### config.mk
export PLATFORM = sky130hd
export DESIGN_NAME = sim_db
export DESIGN_NICKNAME = d
export VERILOG_FILES = /design/src/rtl/sim_db_regs_pkg.sv /design/src/rtl/sim_db_tacho_pkg.sv /design/src/rtl/local_bus_read_port.sv /design/src/rtl/local_bus_sync.sv /design/src/rtl/sim_db.sv /design/src/rtl/sim_db_registers.sv /design/src/rtl/tacho_pair.sv
export SDC_FILE = /design/constraint.sdc
export NUM_CORES = 1
export LEC_CHECK = 0
export BUFFER_PORTS_ARGS = -buffer_cell sky130_fd_sc_hd__buf_2
export CAP_MARGIN = 20
export CORE_UTILIZATION = 35
export CTS_BUF_LIST = sky130_fd_sc_hd__clkbuf_2
export DETAILED_ROUTE_END_ITERATION = 7
export PLACE_DENSITY_LB_ADDON = 0.05
export SLEW_MARGIN = 20
export SYNTH_ARGS = -nofsm -noshare
export SYNTH_HDL_FRONTEND = slang
export SYNTH_SLANG_ARGS = --single-unit
### constraint.sdc
create_clock -name W_clk -period 3.6 [get_ports W_clk]
set_clock_uncertainty 0.05 [all_clocks]
set_input_delay 0.54 -clock W_clk [delete_from_list [all_inputs] [get_ports W_clk]]
set_output_delay 0.54 -clock W_clk [all_outputs]
set_load 0.01 [all_outputs]
### src/rtl/sim_db_regs_pkg.sv
package sim_db_regs_pkg;

  // -------------------- bus widths
  localparam int addr_width_c = 12;
  localparam int data_width_c = 16;

  typedef logic [addr_width_c-1:0] bus_addr_t;
  typedef logic [data_width_c-1:0] bus_data_t;

  localparam logic [3:0] addr_window_c = 4'h8; // block answers in 0x8xx

  // -------------------- fixed words
  localparam bus_addr_t version_addr_c = 12'h800;
  localparam bus_addr_t pat_aaaa_addr_c = 12'h802;
  localparam bus_addr_t pat_5555_addr_c = 12'h804;
  localparam bus_addr_t pat_ffff_addr_c = 12'h806;
  localparam bus_addr_t pat_0000_addr_c = 12'h808;

  localparam bus_data_t version_c = 16'hb616;
  localparam bus_data_t pat_aaaa_c = 16'haaaa;
  localparam bus_data_t pat_5555_c = 16'h5555;
  localparam bus_data_t pat_ffff_c = 16'hffff;
  localparam bus_data_t pat_0000_c = 16'h0000;

  // -------------------- control registers
  localparam bus_addr_t mode_addr_c = 12'h810;     // bit p, limited mode
  localparam bus_addr_t chan_en_addr_c = 12'h812;  // bits 2p/2p+1, channel a/b
  localparam bus_addr_t load_addr_c = 12'h814;     // bit p, restart pair
  localparam bus_addr_t finished_addr_c = 12'h870; // read only
  localparam bus_addr_t dout_addr_c = 12'h890;

  localparam int dout_width_c = 2;

  // per pair blocks, base plus pair index times stride
  localparam bus_addr_t half_base_c = 12'h820;
  localparam int half_stride_c = 4;
  localparam bus_addr_t phase_base_c = 12'h840;
  localparam int phase_stride_c = 4;
  localparam bus_addr_t pulse_base_c = 12'h860;
  localparam int pulse_stride_c = 2;

endpackage

### src/rtl/sim_db_tacho_pkg.sv
package sim_db_tacho_pkg;

  // -------------------- pair layout
  localparam int pair_count_c = 2;
  localparam int channel_count_c = 2 * pair_count_c; // a and b per pair

  localparam int count_width_c = 16;

  // half period, phase lag and pulse limit all share this width
  typedef logic [count_width_c-1:0] tacho_count_t;

  // -------------------- pair state
  typedef enum logic [1:0]
  {
    idle,
    running,
    done     // limited run complete, flag raised
  } tacho_state_t;

endpackage

### src/rtl/local_bus_read_port.sv
`timescale 1ns/1ps

module local_bus_read_port
(
  input  logic                       W_clk,
  input  logic                       W_reset_n,
  input  sim_db_regs_pkg::bus_addr_t addr,
  input  sim_db_regs_pkg::bus_data_t rd_value,
  input  logic                       rd_strobe,
  input  logic                       rd_hold,
  input  logic                       cs_sync,
  output sim_db_regs_pkg::bus_data_t rd_data,
  output logic                       rd_data_oe
);

  logic in_window;

  // capture the mux once per read access
  always_ff @(posedge W_clk)
  begin
    if (!W_reset_n)
      rd_data <= '0;
    else if (rd_strobe)
      rd_data <= rd_value;
  end

  assign in_window = (addr[sim_db_regs_pkg::addr_width_c-1 -: 4] ==
                      sim_db_regs_pkg::addr_window_c);

  // board buffer joins rd_data onto the shared bus
  assign rd_data_oe = !cs_sync && rd_hold && in_window;

endmodule

### src/rtl/local_bus_sync.sv
`timescale 1ns/1ps

module local_bus_sync
(
  input  logic W_clk,
  input  logic W_reset_n,
  input  logic cs_n,
  input  logic rd_n,
  input  logic wr_n,
  output logic cs_sync,
  output logic rd_strobe,
  output logic wr_strobe,
  output logic rd_hold
);

  logic cs_s1;
  logic cs_s2;
  logic rd_s1;
  logic rd_s2;
  logic rd_s3;  // extra stage for the read drive tail
  logic wr_s1;
  logic wr_s2;

  // -------------------- synchronizers
  always_ff @(posedge W_clk)
  begin
    if (!W_reset_n)
    begin
      cs_s1 <= 1'b1;
      cs_s2 <= 1'b1;
      rd_s1 <= 1'b1;
      rd_s2 <= 1'b1;
      rd_s3 <= 1'b1;
      wr_s1 <= 1'b1;
      wr_s2 <= 1'b1;
    end
    else
    begin
      cs_s1 <= cs_n;
      cs_s2 <= cs_s1;
      rd_s1 <= rd_n;
      rd_s2 <= rd_s1;
      rd_s3 <= rd_s2;
      wr_s1 <= wr_n;
      wr_s2 <= wr_s1;
    end
  end

  assign cs_sync = cs_s1 & cs_s2;  // select seen early, released one clock late

  // falling edges while selected
  assign rd_strobe = !cs_s1 && !rd_s1 && rd_s2;
  assign wr_strobe = !cs_s1 && !wr_s1 && wr_s2;

  assign rd_hold = !(rd_s1 && rd_s2 && rd_s3); // two clocks past rd_n rising

  // host never reads and writes in the same access
  strobe_excl_a : assert property (@(posedge W_clk) disable iff (!W_reset_n)
    !(rd_strobe && wr_strobe));

endmodule

### src/rtl/sim_db.sv
`timescale 1ns/1ps

module sim_db
(
  input  logic                                          W_clk,
  input  logic                                          W_reset_n,
  input  sim_db_regs_pkg::bus_addr_t                    addr,
  input  sim_db_regs_pkg::bus_data_t                    wr_data,
  input  logic                                          cs_n,
  input  logic                                          rd_n,
  input  logic                                          wr_n,
  output sim_db_regs_pkg::bus_data_t                    rd_data,
  output logic                                          rd_data_oe,
  output logic [sim_db_regs_pkg::dout_width_c-1:0]      out_n,
  output logic [sim_db_tacho_pkg::channel_count_c-1:0]  spd
);

  localparam int pairs_c = sim_db_tacho_pkg::pair_count_c;

  logic cs_sync;
  logic rd_strobe;
  logic wr_strobe;
  logic rd_hold;
  sim_db_regs_pkg::bus_data_t rd_value;

  sim_db_tacho_pkg::tacho_count_t half_period [pairs_c];
  sim_db_tacho_pkg::tacho_count_t phase [pairs_c];
  sim_db_tacho_pkg::tacho_count_t pulse_limit [pairs_c];
  logic [pairs_c-1:0] limited;
  logic [pairs_c-1:0] load_pulse;
  logic [pairs_c-1:0] finished;
  logic [sim_db_tacho_pkg::channel_count_c-1:0] chan_en;

  // -------------------- bus front end
  local_bus_sync local_bus_sync_inst
  (
    .W_clk     (W_clk),
    .W_reset_n (W_reset_n),
    .cs_n      (cs_n),
    .rd_n      (rd_n),
    .wr_n      (wr_n),
    .cs_sync   (cs_sync),
    .rd_strobe (rd_strobe),
    .wr_strobe (wr_strobe),
    .rd_hold   (rd_hold)
  );

  sim_db_registers sim_db_registers_inst
  (
    .W_clk       (W_clk),
    .W_reset_n   (W_reset_n),
    .addr        (addr),
    .wr_data     (wr_data),
    .wr_strobe   (wr_strobe),
    .finished    (finished),
    .rd_value    (rd_value),
    .half_period (half_period),
    .phase       (phase),
    .pulse_limit (pulse_limit),
    .limited     (limited),
    .load_pulse  (load_pulse),
    .chan_en     (chan_en),
    .out_n       (out_n)
  );

  // -------------------- tachometer pairs
  for (genvar p = 0; p < pairs_c; p++)
  begin : g_pair
    tacho_pair tacho_pair_inst
    (
      .W_clk       (W_clk),
      .W_reset_n   (W_reset_n),
      .half_period (half_period[p]),
      .phase       (phase[p]),
      .pulse_limit (pulse_limit[p]),
      .limited     (limited[p]),
      .load_pulse  (load_pulse[p]),
      .chan_en     (chan_en[2*p +: 2]),  // a on even bit, b on odd
      .spd         (spd[2*p +: 2]),
      .finished    (finished[p])
    );
  end

  local_bus_read_port local_bus_read_port_inst
  (
    .W_clk      (W_clk),
    .W_reset_n  (W_reset_n),
    .addr       (addr),
    .rd_value   (rd_value),
    .rd_strobe  (rd_strobe),
    .rd_hold    (rd_hold),
    .cs_sync    (cs_sync),
    .rd_data    (rd_data),
    .rd_data_oe (rd_data_oe)
  );

endmodule

### src/rtl/sim_db_registers.sv
`timescale 1ns/1ps

module sim_db_registers
(
  input  logic                                          W_clk,
  input  logic                                          W_reset_n,
  input  sim_db_regs_pkg::bus_addr_t                    addr,
  input  sim_db_regs_pkg::bus_data_t                    wr_data,
  input  logic                                          wr_strobe,
  input  logic [sim_db_tacho_pkg::pair_count_c-1:0]     finished,
  output sim_db_regs_pkg::bus_data_t                    rd_value,
  output sim_db_tacho_pkg::tacho_count_t                half_period [sim_db_tacho_pkg::pair_count_c],
  output sim_db_tacho_pkg::tacho_count_t                phase [sim_db_tacho_pkg::pair_count_c],
  output sim_db_tacho_pkg::tacho_count_t                pulse_limit [sim_db_tacho_pkg::pair_count_c],
  output logic [sim_db_tacho_pkg::pair_count_c-1:0]     limited,
  output logic [sim_db_tacho_pkg::pair_count_c-1:0]     load_pulse,
  output logic [sim_db_tacho_pkg::channel_count_c-1:0]  chan_en,
  output logic [sim_db_regs_pkg::dout_width_c-1:0]      out_n
);

  localparam int pairs_c = sim_db_tacho_pkg::pair_count_c;
  localparam int chans_c = sim_db_tacho_pkg::channel_count_c;

  logic [pairs_c-1:0] load_q;  // last value written to the load register
  logic [sim_db_regs_pkg::dout_width_c-1:0] dout_q;

  sim_db_regs_pkg::bus_addr_t half_addr [pairs_c];
  sim_db_regs_pkg::bus_addr_t phase_addr [pairs_c];
  sim_db_regs_pkg::bus_addr_t pulse_addr [pairs_c];

  // -------------------- per pair addresses
  for (genvar p = 0; p < pairs_c; p++)
  begin : g_addr
    assign half_addr[p] = sim_db_regs_pkg::half_base_c +
      sim_db_regs_pkg::bus_addr_t'(p * sim_db_regs_pkg::half_stride_c);
    assign phase_addr[p] = sim_db_regs_pkg::phase_base_c +
      sim_db_regs_pkg::bus_addr_t'(p * sim_db_regs_pkg::phase_stride_c);
    assign pulse_addr[p] = sim_db_regs_pkg::pulse_base_c +
      sim_db_regs_pkg::bus_addr_t'(p * sim_db_regs_pkg::pulse_stride_c);
  end

  // -------------------- write side
  always_ff @(posedge W_clk)
  begin
    if (!W_reset_n)
    begin
      limited <= '0;
      chan_en <= '0;
      load_q <= '0;
      load_pulse <= '0;
      dout_q <= '0;
      for (int p = 0; p < pairs_c; p++)
      begin
        half_period[p] <= '0;
        phase[p] <= '0;
        pulse_limit[p] <= '0;
      end
    end
    else
    begin
      load_pulse <= '0;  // single clock unless rewritten
      if (wr_strobe)
      begin
        case (addr)
          sim_db_regs_pkg::mode_addr_c: limited <= wr_data[pairs_c-1:0];
          sim_db_regs_pkg::chan_en_addr_c: chan_en <= wr_data[chans_c-1:0];
          sim_db_regs_pkg::load_addr_c:
          begin
            load_q <= wr_data[pairs_c-1:0];
            load_pulse <= wr_data[pairs_c-1:0];
          end
          sim_db_regs_pkg::dout_addr_c: dout_q <= wr_data[sim_db_regs_pkg::dout_width_c-1:0];
          default: ;
        endcase
        for (int p = 0; p < pairs_c; p++)
        begin
          if (addr == half_addr[p])
            half_period[p] <= wr_data;
          if (addr == phase_addr[p])
            phase[p] <= wr_data;
          if (addr == pulse_addr[p])
            pulse_limit[p] <= wr_data;
        end
      end
    end
  end

  assign out_n = ~dout_q;  // pins are active low

  // -------------------- read mux
  always_comb
  begin
    rd_value = '0;
    case (addr)
      sim_db_regs_pkg::version_addr_c: rd_value = sim_db_regs_pkg::version_c;
      sim_db_regs_pkg::pat_aaaa_addr_c: rd_value = sim_db_regs_pkg::pat_aaaa_c;
      sim_db_regs_pkg::pat_5555_addr_c: rd_value = sim_db_regs_pkg::pat_5555_c;
      sim_db_regs_pkg::pat_ffff_addr_c: rd_value = sim_db_regs_pkg::pat_ffff_c;
      sim_db_regs_pkg::pat_0000_addr_c: rd_value = sim_db_regs_pkg::pat_0000_c;
      sim_db_regs_pkg::mode_addr_c: rd_value[pairs_c-1:0] = limited;
      sim_db_regs_pkg::chan_en_addr_c: rd_value[chans_c-1:0] = chan_en;
      sim_db_regs_pkg::load_addr_c: rd_value[pairs_c-1:0] = load_q;
      sim_db_regs_pkg::finished_addr_c: rd_value[pairs_c-1:0] = finished;
      sim_db_regs_pkg::dout_addr_c: rd_value[sim_db_regs_pkg::dout_width_c-1:0] = dout_q;
      default: ;
    endcase
    for (int p = 0; p < pairs_c; p++)
    begin
      if (addr == half_addr[p])
        rd_value = half_period[p];
      if (addr == phase_addr[p])
        rd_value = phase[p];
      if (addr == pulse_addr[p])
        rd_value = pulse_limit[p];
    end
  end

  // one restart per bus write, even with a long strobe
  load_single_a : assert property (@(posedge W_clk) disable iff (!W_reset_n)
    (load_pulse != '0) |=> (load_pulse == '0));

endmodule

### src/rtl/tacho_pair.sv
`timescale 1ns/1ps

module tacho_pair
(
  input  logic                           W_clk,
  input  logic                           W_reset_n,
  input  sim_db_tacho_pkg::tacho_count_t half_period,
  input  sim_db_tacho_pkg::tacho_count_t phase,
  input  sim_db_tacho_pkg::tacho_count_t pulse_limit,
  input  logic                           limited,
  input  logic                           load_pulse,
  input  logic [1:0]                     chan_en,
  output logic [1:0]                     spd,
  output logic                           finished
);

  sim_db_tacho_pkg::tacho_state_t state;

  sim_db_tacho_pkg::tacho_count_t half_q;   // latched on load
  sim_db_tacho_pkg::tacho_count_t limit_q;
  logic limited_q;

  sim_db_tacho_pkg::tacho_count_t half_cnt_a;
  sim_db_tacho_pkg::tacho_count_t half_cnt_b;
  sim_db_tacho_pkg::tacho_count_t dly_cnt;  // remaining lag of channel b
  sim_db_tacho_pkg::tacho_count_t pulse_cnt;

  logic lvl_a;
  logic lvl_b;
  logic b_run;   // channel b past its lag
  logic a_toggle;
  logic b_toggle;

  assign a_toggle = (half_cnt_a == half_q - 16'd1);
  assign b_toggle = (half_cnt_b == half_q - 16'd1);

  always_ff @(posedge W_clk)
  begin
    if (!W_reset_n)
    begin
      state <= sim_db_tacho_pkg::idle;
      half_q <= '0;
      limit_q <= '0;
      limited_q <= 1'b0;
      half_cnt_a <= '0;
      half_cnt_b <= '0;
      dly_cnt <= '0;
      pulse_cnt <= '0;
      lvl_a <= 1'b0;
      lvl_b <= 1'b0;
      b_run <= 1'b0;
    end
    else if (load_pulse)
    begin
      half_q <= half_period;
      limit_q <= pulse_limit;
      limited_q <= limited;
      half_cnt_a <= '0;
      half_cnt_b <= '0;
      pulse_cnt <= '0;
      lvl_a <= 1'b1;              // a starts high next cycle
      dly_cnt <= phase;
      b_run <= (phase == '0);     // b tracks a when there is no lag
      lvl_b <= (phase == '0);
      state <= (half_period < 16'd2) ? sim_db_tacho_pkg::idle : sim_db_tacho_pkg::running;
    end
    else if (state == sim_db_tacho_pkg::running)
    begin
      // -------------------- channel a
      if (a_toggle)
      begin
        half_cnt_a <= '0;
        lvl_a <= !lvl_a;
      end
      else
        half_cnt_a <= half_cnt_a + 16'd1;

      if (a_toggle && lvl_a)      // falling edge of a
      begin
        pulse_cnt <= pulse_cnt + 16'd1;
        if (limited_q && pulse_cnt == limit_q - 16'd1)
          state <= sim_db_tacho_pkg::done;
      end

      // -------------------- channel b
      if (!b_run)
      begin
        if (dly_cnt == 16'd1)
        begin
          b_run <= 1'b1;
          lvl_b <= 1'b1;
          half_cnt_b <= '0;
        end
        else
          dly_cnt <= dly_cnt - 16'd1;
      end
      else if (b_toggle)
      begin
        half_cnt_b <= '0;
        lvl_b <= !lvl_b;
      end
      else
        half_cnt_b <= half_cnt_b + 16'd1;
    end
  end

  assign spd[0] = (state == sim_db_tacho_pkg::running) && lvl_a && chan_en[0];
  assign spd[1] = (state == sim_db_tacho_pkg::running) && b_run && lvl_b && chan_en[1];
  assign finished = (state == sim_db_tacho_pkg::done);

  // a limited run stops on a falling edge of a after the full count
  done_quiet_a : assert property (@(posedge W_clk) disable iff (!W_reset_n)
    finished |-> (!lvl_a && pulse_cnt == limit_q));

endmodule

# Word level (Yosys, flattened, before mapping)
# Cells that the tools add are included.
dict set report classes {
  bitwise 3
  eq_ne 34
  reduce_logical 72
  add_sub_neg 12
  n_lt_le_gt_ge 2
  n_mux 59
}
# cell count
set op_table {}
lappend op_table {{two-way mux 16 bit} 22}
lappend op_table {{equality test 12 bit, second input constant} 15}
lappend op_table {{adder 16 x 1 -> 16 bit, second input constant} 6}
lappend op_table {{equality test 16 bit} 6}
lappend op_table {{subtractor 16 x 1 -> 16 bit, second input constant} 6}
lappend op_table {{case mux 12 bit (4 select lines)} 1}
lappend op_table {{equality test 16 x 1 -> 1 bit, second input constant} 2}
lappend op_table {{logical NOT 16 bit} 2}
lappend op_table {{< comparator 16 x 2 -> 1 bit, second input constant} 2}
lappend op_table {{AND reduction 2 bit} 16}
lappend op_table {{two-way mux 1 bit} 26}
lappend op_table {{logical AND 1 bit} 22}
lappend op_table {{AND reduction 3 bit} 7}
lappend op_table {{nonzero test 2 bit} 10}
lappend op_table {{two-way mux 2 bit} 8}
lappend op_table {{case mux 2 bit (8 select lines)} 1}
lappend op_table {{logical NOT 1 bit} 9}
lappend op_table {{inequality test 2 bit, second input constant} 4}
lappend op_table {{case mux 2 bit (4 select lines)} 1}
lappend op_table {{OR reduction 2 bit} 4}
lappend op_table {{inequality test 3 bit, second input constant} 2}
lappend op_table {{nonzero test 3 bit} 2}
lappend op_table {{equality test 2 x 1 -> 1 bit, second input constant} 2}
lappend op_table {{equality test 2 bit, second input constant} 2}
lappend op_table {{4 further kinds} 4}
dict set report word_totals {
  elab_cells 223
  ff_bits 335
  input_bits 33
}

# Depth between registers and ports, before layout
# Gate-level depths: netlist of run 1.
dict set report logic_depth {
  depth_word 9
  ltp_mapped 14
}

# Modules after synthesis
# From an unflattened synthesis of run 1, not the netlist that was laid out.
dict set report hier_totals {
  cells_unflattened 2232
  area_unflattened_um2 19232.2
}
# mod n_inst area_per_inst_um2 cells_per_inst
set by_module_without_submodules {}
lappend by_module_without_submodules {{tacho_pair (g_pair[1].tacho_pair_inst)} 1 6537.5 765}
lappend by_module_without_submodules {{tacho_pair (g_pair[0].tacho_pair_inst)} 1 6311.1 752}
lappend by_module_without_submodules {sim_db_registers 1 5540.3 644}
lappend by_module_without_submodules {local_bus_read_port 1 631.9 53}
lappend by_module_without_submodules {local_bus_sync 1 211.5 18}

# Worst setup path before layout of run 1
# Ideal clock, no wire load.
dict set report synth_path {
  path_type {register -> register}
  startpoint {register g_pair[0].tacho_pair_inst.half_q[0]}
  endpoint {register g_pair[0].tacho_pair_inst.half_cnt_a[10]}
  path_slack_ns 0.355
  stages_incl_launch_ff 14
  n_path_buf 3
  setup_ns 0.132
  arrival_time_ns 3.064
  path_cell_list {dfxtp_1 clkbuf_1 inv_1 ha_1 or3b_2 clkbuf_1 or4_1 nand3_1 o2111ai_1 nor4_4 nand2_1 nor2_1 buf_2 nor3_1}
}
dict set report synth_between {
  elab_chain_cells 3
}
# item line
set synth_rtl {}
lappend synth_rtl {{from (decl)} tacho_pair.sv:19} ;# sim_db_tacho_pkg::tacho_count_t half_q;
lappend synth_rtl {{from (signal assigned)} tacho_pair.sv:55} ;# half_q <= half_period;
lappend synth_rtl {{subtractor 16 x 1 -> 16 bit} tacho_pair.sv:34} ;# assign a_toggle = (half_cnt_a == half_q - 16'd1);
lappend synth_rtl {{equality test 16 bit} tacho_pair.sv:34}
lappend synth_rtl {{two-way mux 16 bit} tacho_pair.sv:70} ;# if (a_toggle)
lappend synth_rtl {{to (signal assigned)} tacho_pair.sv:76} ;# half_cnt_a <= half_cnt_a + 16'd1;
lappend synth_rtl {{to (decl)} tacho_pair.sv:23} ;# sim_db_tacho_pkg::tacho_count_t half_cnt_a;
# Every way passes these cells.
# A chain may end at the register's enable or synchronous reset.

# Final worst setup path of run 1
dict set report layout_path {
  startpoint {register g_pair[1].tacho_pair_inst.half_q[0]}
  endpoint {register g_pair[1].tacho_pair_inst.pulse_cnt[10]}
}
dict set report layout_between {
  elab_chain_cells 4
}
# item line
set layout_rtl {}
lappend layout_rtl {{from (decl)} tacho_pair.sv:19}
lappend layout_rtl {{from (signal assigned)} tacho_pair.sv:55}
lappend layout_rtl {{subtractor 16 x 1 -> 16 bit} tacho_pair.sv:34}
lappend layout_rtl {{equality test 16 bit} tacho_pair.sv:34}
lappend layout_rtl {{logical AND 1 bit} tacho_pair.sv:78} ;# if (a_toggle && lvl_a)
lappend layout_rtl {{AND reduction 2 bit (no line)} --}
lappend layout_rtl {{to (signal assigned)} tacho_pair.sv:80} ;# pulse_cnt <= pulse_cnt + 16'd1;
lappend layout_rtl {{to (decl)} tacho_pair.sv:26} ;# sim_db_tacho_pkg::tacho_count_t pulse_cnt;
# Every way passes these cells.

==> results of run 1 <==
final cells by class:
type | count | area share (%)
multi-input combinational | 1673 | 52.5
sequential | 335 | 33.5
timing repair buffer | 140 | 4.99
tap | 672 | 4.20
clock buffer | 133 | 3.32
clock inverter | 31 | 0.812
inverter | 33 | 0.618
antenna | 1 | 0.0125
repair_timing:
item,in CTS,in global routing
hold buffers,27,0
endpoints found under the hold margin,181,0
gates resized for setup,0,1
setup endpoints to repair,0,6
stage by stage:
| stage | hold slack, ns | area (um2) | std cells | utilization, % |
|---|---|---|---|---|
| global route | 0.131 | 20000 | 3018 | 39.9 |
| detailed placement | 0.377 | 18900 | 2826 | 37.7 |
| finish | 0.177 | 20000 | 3018 | 39.9 |
| floorplan | 0.362 | 17800 | 2166 | - |
| global placement | 0.366 | 18900 | 2826 | 37.7 |
| CTS | 0.0252 | 20000 | 3017 | 39.9 |
Yosys cell counts, drive strengths merged, types with 33 or more instances:
cell type / n / area, um2
mux2i: 80 / 801
xor2: 78 / 683
nand3: 100 / 505
nor2: 153 / 574
nand2: 311 / 1170
xnor2: 106 / 928
inv: 33 / 124
a21boi: 109 / 818
nor3: 76 / 385
nor4: 41 / 312
o21ai: 87 / 435
nand4: 44 / 275
a21oi: 80 / 400
clkbuf: 106 / 398
dfxtp: 335 / 6710
nor2b: 92 / 576
state kept, by name, indices dropped and copies added, names as in the netlist, 4 cells and up:
register / flops
local_bus_read_port_inst.rd_data: 16
sim_db_registers_inst.chan_en: 4
sim_db_registers_inst.phase: 32
sim_db_registers_inst.pulse_limit: 32
sim_db_registers_inst.half_period: 32
g_pair.tacho_pair_inst.limit_q: 32
g_pair.tacho_pair_inst.half_cnt_b: 32
g_pair.tacho_pair_inst.half_q: 32
g_pair.tacho_pair_inst.dly_cnt: 32
g_pair.tacho_pair_inst.state: 4
g_pair.tacho_pair_inst.half_cnt_a: 32
g_pair.tacho_pair_inst.pulse_cnt: 32
per-layer routing:
layer  part of all wire, %  routed length [um]  vias to the layer above
li1                      -                   -                     7926
met1                    49               29400                     7702
met2                    43               25800                      440
met3                   6.3                3810                       85
met4                   2.0                1190                        0
met5                     0                   0                        -
critical path, delay by kind of cell (launching register included):
| family | cells | cell delay (ns) |
|---|---|---|
| simple gates | 4 | 1.74 |
| compound gates | 3 | 0.86 |
| mux | 1 | 0.28 |
| flops | 1 | 0.39 |
kinds of logic (layout without fill, tap and decap cells):
kind of cell	after synthesis	count (layout)	synth area share (%)
mux	81	81	4.55
buf+inv	158	337	3.45
other cells	0	1	0
xor+xnor	197	197	10.7
compound gates	402	402	15.1
flops	335	335	37.6
simple gates	979	979	27.6
fa+ha+maj	14	14	0.982
worst max-delay path by stage:
stage                     slack, ns  cells past startpoint                                  endpoint                                start
after floorplan                0.35                     13  g_pair[0].tacho_pair_inst.half_cnt_a[10]  g_pair[0].tacho_pair_inst.half_q[0]
after global placement         0.30                     10   g_pair[1].tacho_pair_inst.pulse_cnt[12]  g_pair[1].tacho_pair_inst.half_q[0]
after detailed placement       0.25                      8   g_pair[1].tacho_pair_inst.pulse_cnt[12]  g_pair[1].tacho_pair_inst.half_q[0]
after CTS                      0.21                     10  g_pair[1].tacho_pair_inst.half_cnt_b[10]  g_pair[1].tacho_pair_inst.half_q[0]
after global routing          0.006                      8   g_pair[1].tacho_pair_inst.pulse_cnt[14]  g_pair[1].tacho_pair_inst.half_q[0]
final                          0.19                      8   g_pair[1].tacho_pair_inst.pulse_cnt[10]  g_pair[1].tacho_pair_inst.half_q[0]
power breakdown:
| group | internal [uW] | switching, uW |
|---|---|---|
| registers | 3710 | 2.40 |
| logic | 82.4 | 150 |
| clock network | 1070 | 1740 |
| total | 4860 | 1890 |
==> impl_metrics.toml, run 1 <==
[sta]
worst_pin_slew_ns = 0.870
clock.fmax_ghz = 0.294
max_slew_margin_pct = 41.2
finalCritPeriodShare_pct = 94.6
hold_viol = 0
drv_slew = 0
rsz0062_at_grt = "false"
setup_slack_ns = 0.193
setup_viol = 0
finalCriticalPeriod_ns = 3.41
tns_ns = 0

[critical_path]
r2r_slack_ns = 0.19
startpoint_type = "flip-flop"
crit_fanout = 11
worstPathRequired_ns = 4.49
reg2reg_to = "g_pair[1].tacho_pair_inst.pulse_cnt[10]"
reg2regPathDepth = 8
end_kind = "flip-flop"
slowest_stage = "or4_4"
critPathKind = "reg2reg"
slowest_delay_ns = 0.60
critical_path.cell_chain = "or4_4, o41ai_1, mux2i_1, o2111ai_2, nor4_4, nand3_2, or3_1, a21oi_1"
critPathArrivalTime_ns = 4.30
timing.rr.start = "g_pair[1].tacho_pair_inst.half_q[0]"

[finish]
drive_above_1_share_pct = 12.2
layout_commonest_cell = "dfxtp_1"
seqCellArea_um2 = 6710
fill_cells = 5248
nNetsFinal = 2324
area_growth_syn_to_layout_pct = 12.3
layout_common_cells = "dfxtp_1, nand2_1, nor2_1, clkbuf_2, a21boi_0"
multi_input_area_um2 = 10500

[drt]
num_vias = 16200
vias_per_cell = 5.35
first_pass_iters = 5
routed_wirelength_um = 60200
ant_nets = 0
first_iter_violations = 1204
drc = 0
drt-wirelength-per-cell_um = 19.9

[grt]
grt_antenna_before_repair = 1
met2_usage_pct = 34.3
grt_max_degree = 83
first_global_vias = 15500
use_met1_pct = 33.4
overflow = 0
grtUsageMet3_pct = 5.30
grt_pass1_wl_um = 93700
grtUsageTotal_pct = 23.2
top_usage_layer = "met2"

[place]
place_congestion = 0.942
preCtsSetupSlack_ns = 0.249
numPortBuffers = 55
dpl.hpwl_um = 43700

[clock_tree]
root_buffer = "clkbuf_2"
clock_sinks = 335
cts_tree = "built"
clock_latency_ns = 1.09
cts_setup_buffers = 0
clk_pin_slew_ns = 0.10
cts_buffer_depth = 3
numCtsBuffers = 94
cts_max_level = 3

[logic_synthesis]
synth_edf_count = 0
synthArstFlopShare_pct = 0
ys_seq_elements = 335
syn_inst = 2166
syn_area_um2 = 17800
yosysWarnings = 0
synth.avg_cell_area_um2 = 8.24
synth_cell_types = 80
yosysSeqAreaShare_pct = 37.6
ys.flop_type = "dfxtp_1"
syn_nets = 2213

[floorplan]
start_util_pct = 35.6
num_rows = 82
core_um2 = 50200
die_h_um = 228
die_w_um = 228
ioPinCount = 56
dieArea_um2 = 51900

[pwr]
p_leak_uw = 0.00712
finalPower_uw = 6760
worst_ir_drop_vdd_v = 0.000216
p_per_area_nw_per_um2 = 337

[hold_path]
hp-start = "addr[6]"
min_path_cells = 6
hold_end = "sim_db_registers_inst.limited[0]"
hold_path_class = "in2reg"

[run]
cap_violations = 0

[run_status]
outcome = "completed"
Power figures use the tool's default switching activity.
==> inputs of run 2 (changes only) <==
--- a/config.mk
+++ b/config.mk
@@ -7,11 +7,13 @@
 export LEC_CHECK = 0
 export BUFFER_PORTS_ARGS = -buffer_cell sky130_fd_sc_hd__buf_2
 export CAP_MARGIN = 20
-export CORE_UTILIZATION = 35
+export CORE_UTILIZATION = 64
 export CTS_BUF_LIST = sky130_fd_sc_hd__clkbuf_2
 export DETAILED_ROUTE_END_ITERATION = 7
 export PLACE_DENSITY_LB_ADDON = 0.05
+export SKIP_LAST_GASP = 1
 export SLEW_MARGIN = 20
 export SYNTH_ARGS = -nofsm -noshare
 export SYNTH_HDL_FRONTEND = slang
+export SYNTH_HIERARCHICAL = 1
 export SYNTH_SLANG_ARGS = --single-unit
==> impl_metrics.toml, run 2 <==
[run_status]
outcome = "completed"

[logic_synthesis]
yosysSeqAreaShare_pct = 34.9
ys_seq_elements = 335
synth.avg_cell_area_um2 = 8.62
ys.flop_type = "dfxtp_1"
synth_cell_types = 104
syn_area_um2 = 19200
yosysMostFrequentCell = "dfxtp_1"
yosysWarnings = 6
ys_top_cells_by_area = "dfxtp_1, mux2i_1, xnor2_1"
yosysTopAreaCellShare_pct = 34.9
synthArstFlopShare_pct = 0
synth_top_area_cell = "dfxtp_1"
synth_commonest_cells = "dfxtp_1, nand2_1, nor2_1"
synth_edf_count = 0
syn_nets = 2279
syn_inst = 2232

[clock_tree]
numCtsBuffers = 89
clk_pin_slew_ns = 0.09
clock_latency_ns = 0.96
root_buffer = "clkbuf_2"
cts_tree = "built"
cts_buffer_depth = 3
cts_setup_buffers = 0
cts_max_level = 3
clock_sinks = 335

[sta]
finalCritPeriodShare_pct = 91.6
finalCriticalPeriod_ns = 3.30
hold_viol = 0
holdWs_ns = 0.238
drv_slew = 0
setup_viol = 0
setup_slack_ns = 0.301
max_slew_margin_pct = 41.0
tns_ns = 0
clock.fmax_ghz = 0.303
worst_pin_slew_ns = 0.878
rsz0062_at_grt = "false"

[critical_path]
critPathKind = "reg2reg"
crit_fanout = 32
critPathArrivalTime_ns = 4.04
startpoint_type = "flip-flop"
end_kind = "flip-flop"
worstPathRequired_ns = 4.34

[pwr]
p_per_area_nw_per_um2 = 319
worst_ir_drop_vdd_v = 0.000262
p_leak_uw = 0.00769

[floorplan]
start_util_pct = 64.9
ioPinCount = 56
dieArea_um2 = 30700
num_rows = 63
die_w_um = 175
core_um2 = 29600
die_h_um = 175

[place]
dpl.hpwl_um = 38800
preCtsSetupSlack_ns = 0.189
numPortBuffers = 55
place_congestion = 0.980

[drt]
num_vias = 17200
first_iter_violations = 1682
drt-wirelength-per-cell_um = 20.1
drc = 0
routed_wirelength_um = 54900
ant_nets = 0
vias_per_cell = 6.29
first_pass_iters = 6

[grt]
grtUsageTotal_pct = 35.6
grt_antenna_before_repair = 2
grt_max_degree = 108
overflow = 0
first_global_vias = 16000
grt_pass1_wl_um = 87100

[finish]
area_growth_syn_to_layout_pct = 6.67
drive_above_1_share_pct = 13.3
layout_common_cells = "dfxtp_1, nand2_1, nor2_1, mux2i_1, clkbuf_2"
finish.utilization_pct = 69.2
nNetsFinal = 2330
layout_commonest_cell = "dfxtp_1"

[hold_path]
hold_path_class = "in2reg"

[run]
cap_violations = 0
## run 2: metrics by stage
step	power, uW	instance area [um2]	instances
final	6540	20500	2731
after global routing	6820	20500	2731
after CTS	6600	20500	2729
after detailed placement	4040	19600	2562
after global placement	4040	19600	2562
after floorplan	3950	19200	2232
## run 2: worst max-delay path, cell delays in order, from the launching register on
cell	delay, ns
dfxtp_1	0.42
nor4_1	0.70
nand4_1	0.34
a211oi_1	0.40
and4_1	0.31
nand4_1	0.11
buf_4	0.29
o311ai_0	0.38
o41ai_1	0.12
## run 2: where the power goes
part	internal, uW	switching [uW]	total, uW
clock	998	1560	2560
sequential	3710	2.13	3710
combinational	95.0	179	274
## run 2: final timing paths
kind	start	to	slack [ns]	cells past startpoint
worst max-delay path	g_pair[0].tacho_pair_inst/half_q[11]	g_pair[0].tacho_pair_inst/pulse_cnt[4]	0.30	8
worst min-delay path	wr_n	local_bus_sync_inst/wr_s1	0.24	3
worst max register to register	g_pair[0].tacho_pair_inst/half_q[11]	g_pair[0].tacho_pair_inst/pulse_cnt[4]	0.30	8
worst min register to register	local_bus_sync_inst/wr_s1	local_bus_sync_inst/wr_s2	0.42	1
## run 2: timing repair
action                                  in CTS  in global routing
endpoints found under the setup margin       0                  4
gates resized for setup                      0                  3
endpoints found under the hold margin      135                  0
hold buffers                                20                  0
## run 2: area by class of cell
cell class / instances / area [um2]
tap: 390 / 488
inverter: 39 / 146
fill: 2517 / 9120
sequential: 335 / 6710
timing repair buffer: 115 / 778
clock buffer: 126 / 631
antenna: 2 / 5.00
multi-input combinational: 1703 / 11600
clock inverter: 21 / 110
## run 2: per-layer routing
layer	vias up	share of wire (%)	global-route usage (%)
met2	681	44	54.6
met1	8233	45	49.3
met5	-	0	0
met4	0	3.2	13.5
li1	8151	-	-
met3	122	7.8	6.95
## run 2: kinds of logic (layout without fill, tap and decap cells)
kind of cell / count (synthesis) / count (layout) / share of synthesized area (%)
simple gates: 947 / 947 / 26.9
compound gates: 389 / 389 / 15.1
flops: 335 / 335 / 34.9
xor+xnor: 214 / 214 / 10.3
buf+inv: 194 / 301 / 4.73
mux: 138 / 138 / 7.20
fa+ha+maj: 15 / 15 / 0.963
other cells: 0 / 2 / 0
==> inputs of run 3 (changes only) <==
--- a/config.mk
+++ b/config.mk
@@ -5,8 +5,9 @@
 export SDC_FILE = /design/constraint.sdc
 export NUM_CORES = 1
 export LEC_CHECK = 0
-export BUFFER_PORTS_ARGS = -buffer_cell sky130_fd_sc_hd__buf_2
+export BUFFER_PORTS_ARGS = -buffer_cell sky130_fd_sc_hd__clkbuf_2
 export CAP_MARGIN = 20
+export CORE_ASPECT_RATIO = 1.1
 export CORE_UTILIZATION = 64
 export CTS_BUF_LIST = sky130_fd_sc_hd__clkbuf_2
 export DETAILED_ROUTE_END_ITERATION = 7
==> impl_metrics.toml, run 3 (synthesis results as in run 2) <==
[clock_tree]
root_buffer = "clkbuf_2"
clock_latency_ns = 0.92
numCtsBuffers = 86
clk_pin_slew_ns = 0.12
cts_tree = "built"
cts_buffer_depth = 3
cts_max_level = 3
cts_setup_buffers = 0
clock_sinks = 335

[critical_path]
crit_fanout = 16
startpoint_type = "flip-flop"
timing.rr.start = "g_pair[1].tacho_pair_inst/half_q[4]"
reg2regPathDepth = 7
end_kind = "flip-flop"
critPathKind = "reg2reg"
critPathArrivalTime_ns = 4.06
worstPathRequired_ns = 4.33
reg2reg_to = "g_pair[1].tacho_pair_inst/pulse_cnt[12]"
r2r_slack_ns = 0.27

[drt]
ant_nets = 0
first_pass_iters = 5
drt-wirelength-per-cell_um = 20.2
first_iter_violations = 1517
num_vias = 17100
vias_per_cell = 6.29
routed_wirelength_um = 54900
drc = 0

[place]
placed_cells = 2545
place_congestion = 0.984
numPortBuffers = 55
dpl.hpwl_um = 39200

[sta]
holdWs_ns = 0.0869
hold_viol = 0
setup_viol = 0
worst_pin_slew_ns = 1.06
tns_ns = 0
clock.fmax_ghz = 0.300
finalCritPeriodShare_pct = 92.5
rsz0062_at_grt = "false"
drv_slew = 0
max_slew_margin_pct = 29.1
finalCriticalPeriod_ns = 3.33

[floorplan]
start_util_pct = 65.1
ioPinCount = 56
die_h_um = 184
die_w_um = 167
num_rows = 66
dieArea_um2 = 30700
core_um2 = 29600

[grt]
overflow = 0
grt_max_degree = 112
grt_pass1_wl_um = 86000
first_global_vias = 15900
grtUsageTotal_pct = 35.2
grt_antenna_before_repair = 1

[pwr]
p_per_area_nw_per_um2 = 325
worst_ir_drop_vdd_v = 0.000312
p_leak_uw = 0.00770

[hold_path]
hold_end = "sim_db_registers_inst/pulse_limit[1]"
hp-start = "wr_data[1]"
hold_path_class = "in2reg"
min_path_cells = 3

[finish]
nNetsFinal = 2324
area_growth_syn_to_layout_pct = 6.89
layout_common_cells = "dfxtp_1, nand2_1, clkbuf_2, nor2_1, mux2i_1"
finish.utilization_pct = 69.5
layoutNonFillerInstCount = 2717
layout_commonest_cell = "dfxtp_1"
drive_above_1_share_pct = 13.2

[run]
cap_violations = 0

[run_status]
outcome = "completed"
-- run 3: per-stage QoR --
step / cell area [um2] / worst slack [ns] / power [uW]
6_report: 20600 / 0.269 / 6680
3_5_place_dp: 19500 / 0.191 / 4040
2_1_floorplan: 19200 / 0.272 / 3950
5_1_grt: 20600 / 0.0677 / 6960
4_1_cts: 20500 / 0.190 / 6730
3_3_place_gp: 19500 / 0.264 / 4040
-- run 3: area by class of cell --
class / instances / area, um2
Fill cell: 2490 / 9010
Sequential cell: 335 / 6710
Tap cell: 374 / 468
Clock inverter: 33 / 211
Antenna cell: 1 / 2.50
Multi-Input combinational cell: 1703 / 11700
Timing Repair Buffer: 112 / 763
Clock buffer: 120 / 601
Inverter: 39 / 146
-- run 3: where the power goes --
group | internal, uW | switching, uW | total (uW)
clock | 1120 | 1580 | 2700
sequential | 3710 | 2.14 | 3710
combinational | 93.9 | 178 | 272
-- run 3: worst max path at each step --
stage	slack (ns)	startpoint	end	cells past startpoint
after floorplan	0.27	g_pair[1].tacho_pair_inst/half_q[0]	g_pair[1].tacho_pair_inst/pulse_cnt[14]	14
after global placement	0.26	g_pair[1].tacho_pair_inst/half_q[0]	g_pair[1].tacho_pair_inst/pulse_cnt[13]	9
after detailed placement	0.19	g_pair[0].tacho_pair_inst/half_q[0]	g_pair[0].tacho_pair_inst/half_cnt_a[8]	10
after CTS	0.19	g_pair[0].tacho_pair_inst/half_q[0]	g_pair[0].tacho_pair_inst/half_cnt_a[4]	10
after global routing	0.07	g_pair[1].tacho_pair_inst/half_q[2]	g_pair[1].tacho_pair_inst/state[0]	7
final	0.27	g_pair[1].tacho_pair_inst/half_q[4]	g_pair[1].tacho_pair_inst/pulse_cnt[12]	7
-- run 3: repair_timing --
action,in CTS,in global routing
hold buffers,18,0
hold endpoints to repair,76,0
gates resized for setup,0,4
setup endpoints to repair,0,20
-- run 3: critical path: stages, from the launching register on --
cell and delay, ns:
dfxtp_1 0.47, or3_1 0.55, or4_1 0.58, xnor2_1 0.18, a21o_1 0.19, a2111o_1 0.62
o311ai_0 0.44, o41ai_1 0.13
-- run 3: per-layer routing --
metal / share of wire [%] / global-route usage [%] / vias to the layer above
met3: 6.4 / 5.83 / 132
met2: 48 / 58.6 / 635
met4: 3.6 / 17.0 / 0
met1: 42 / 44.4 / 8200
met5: 0 / 0 / -
li1: - / - / 8134
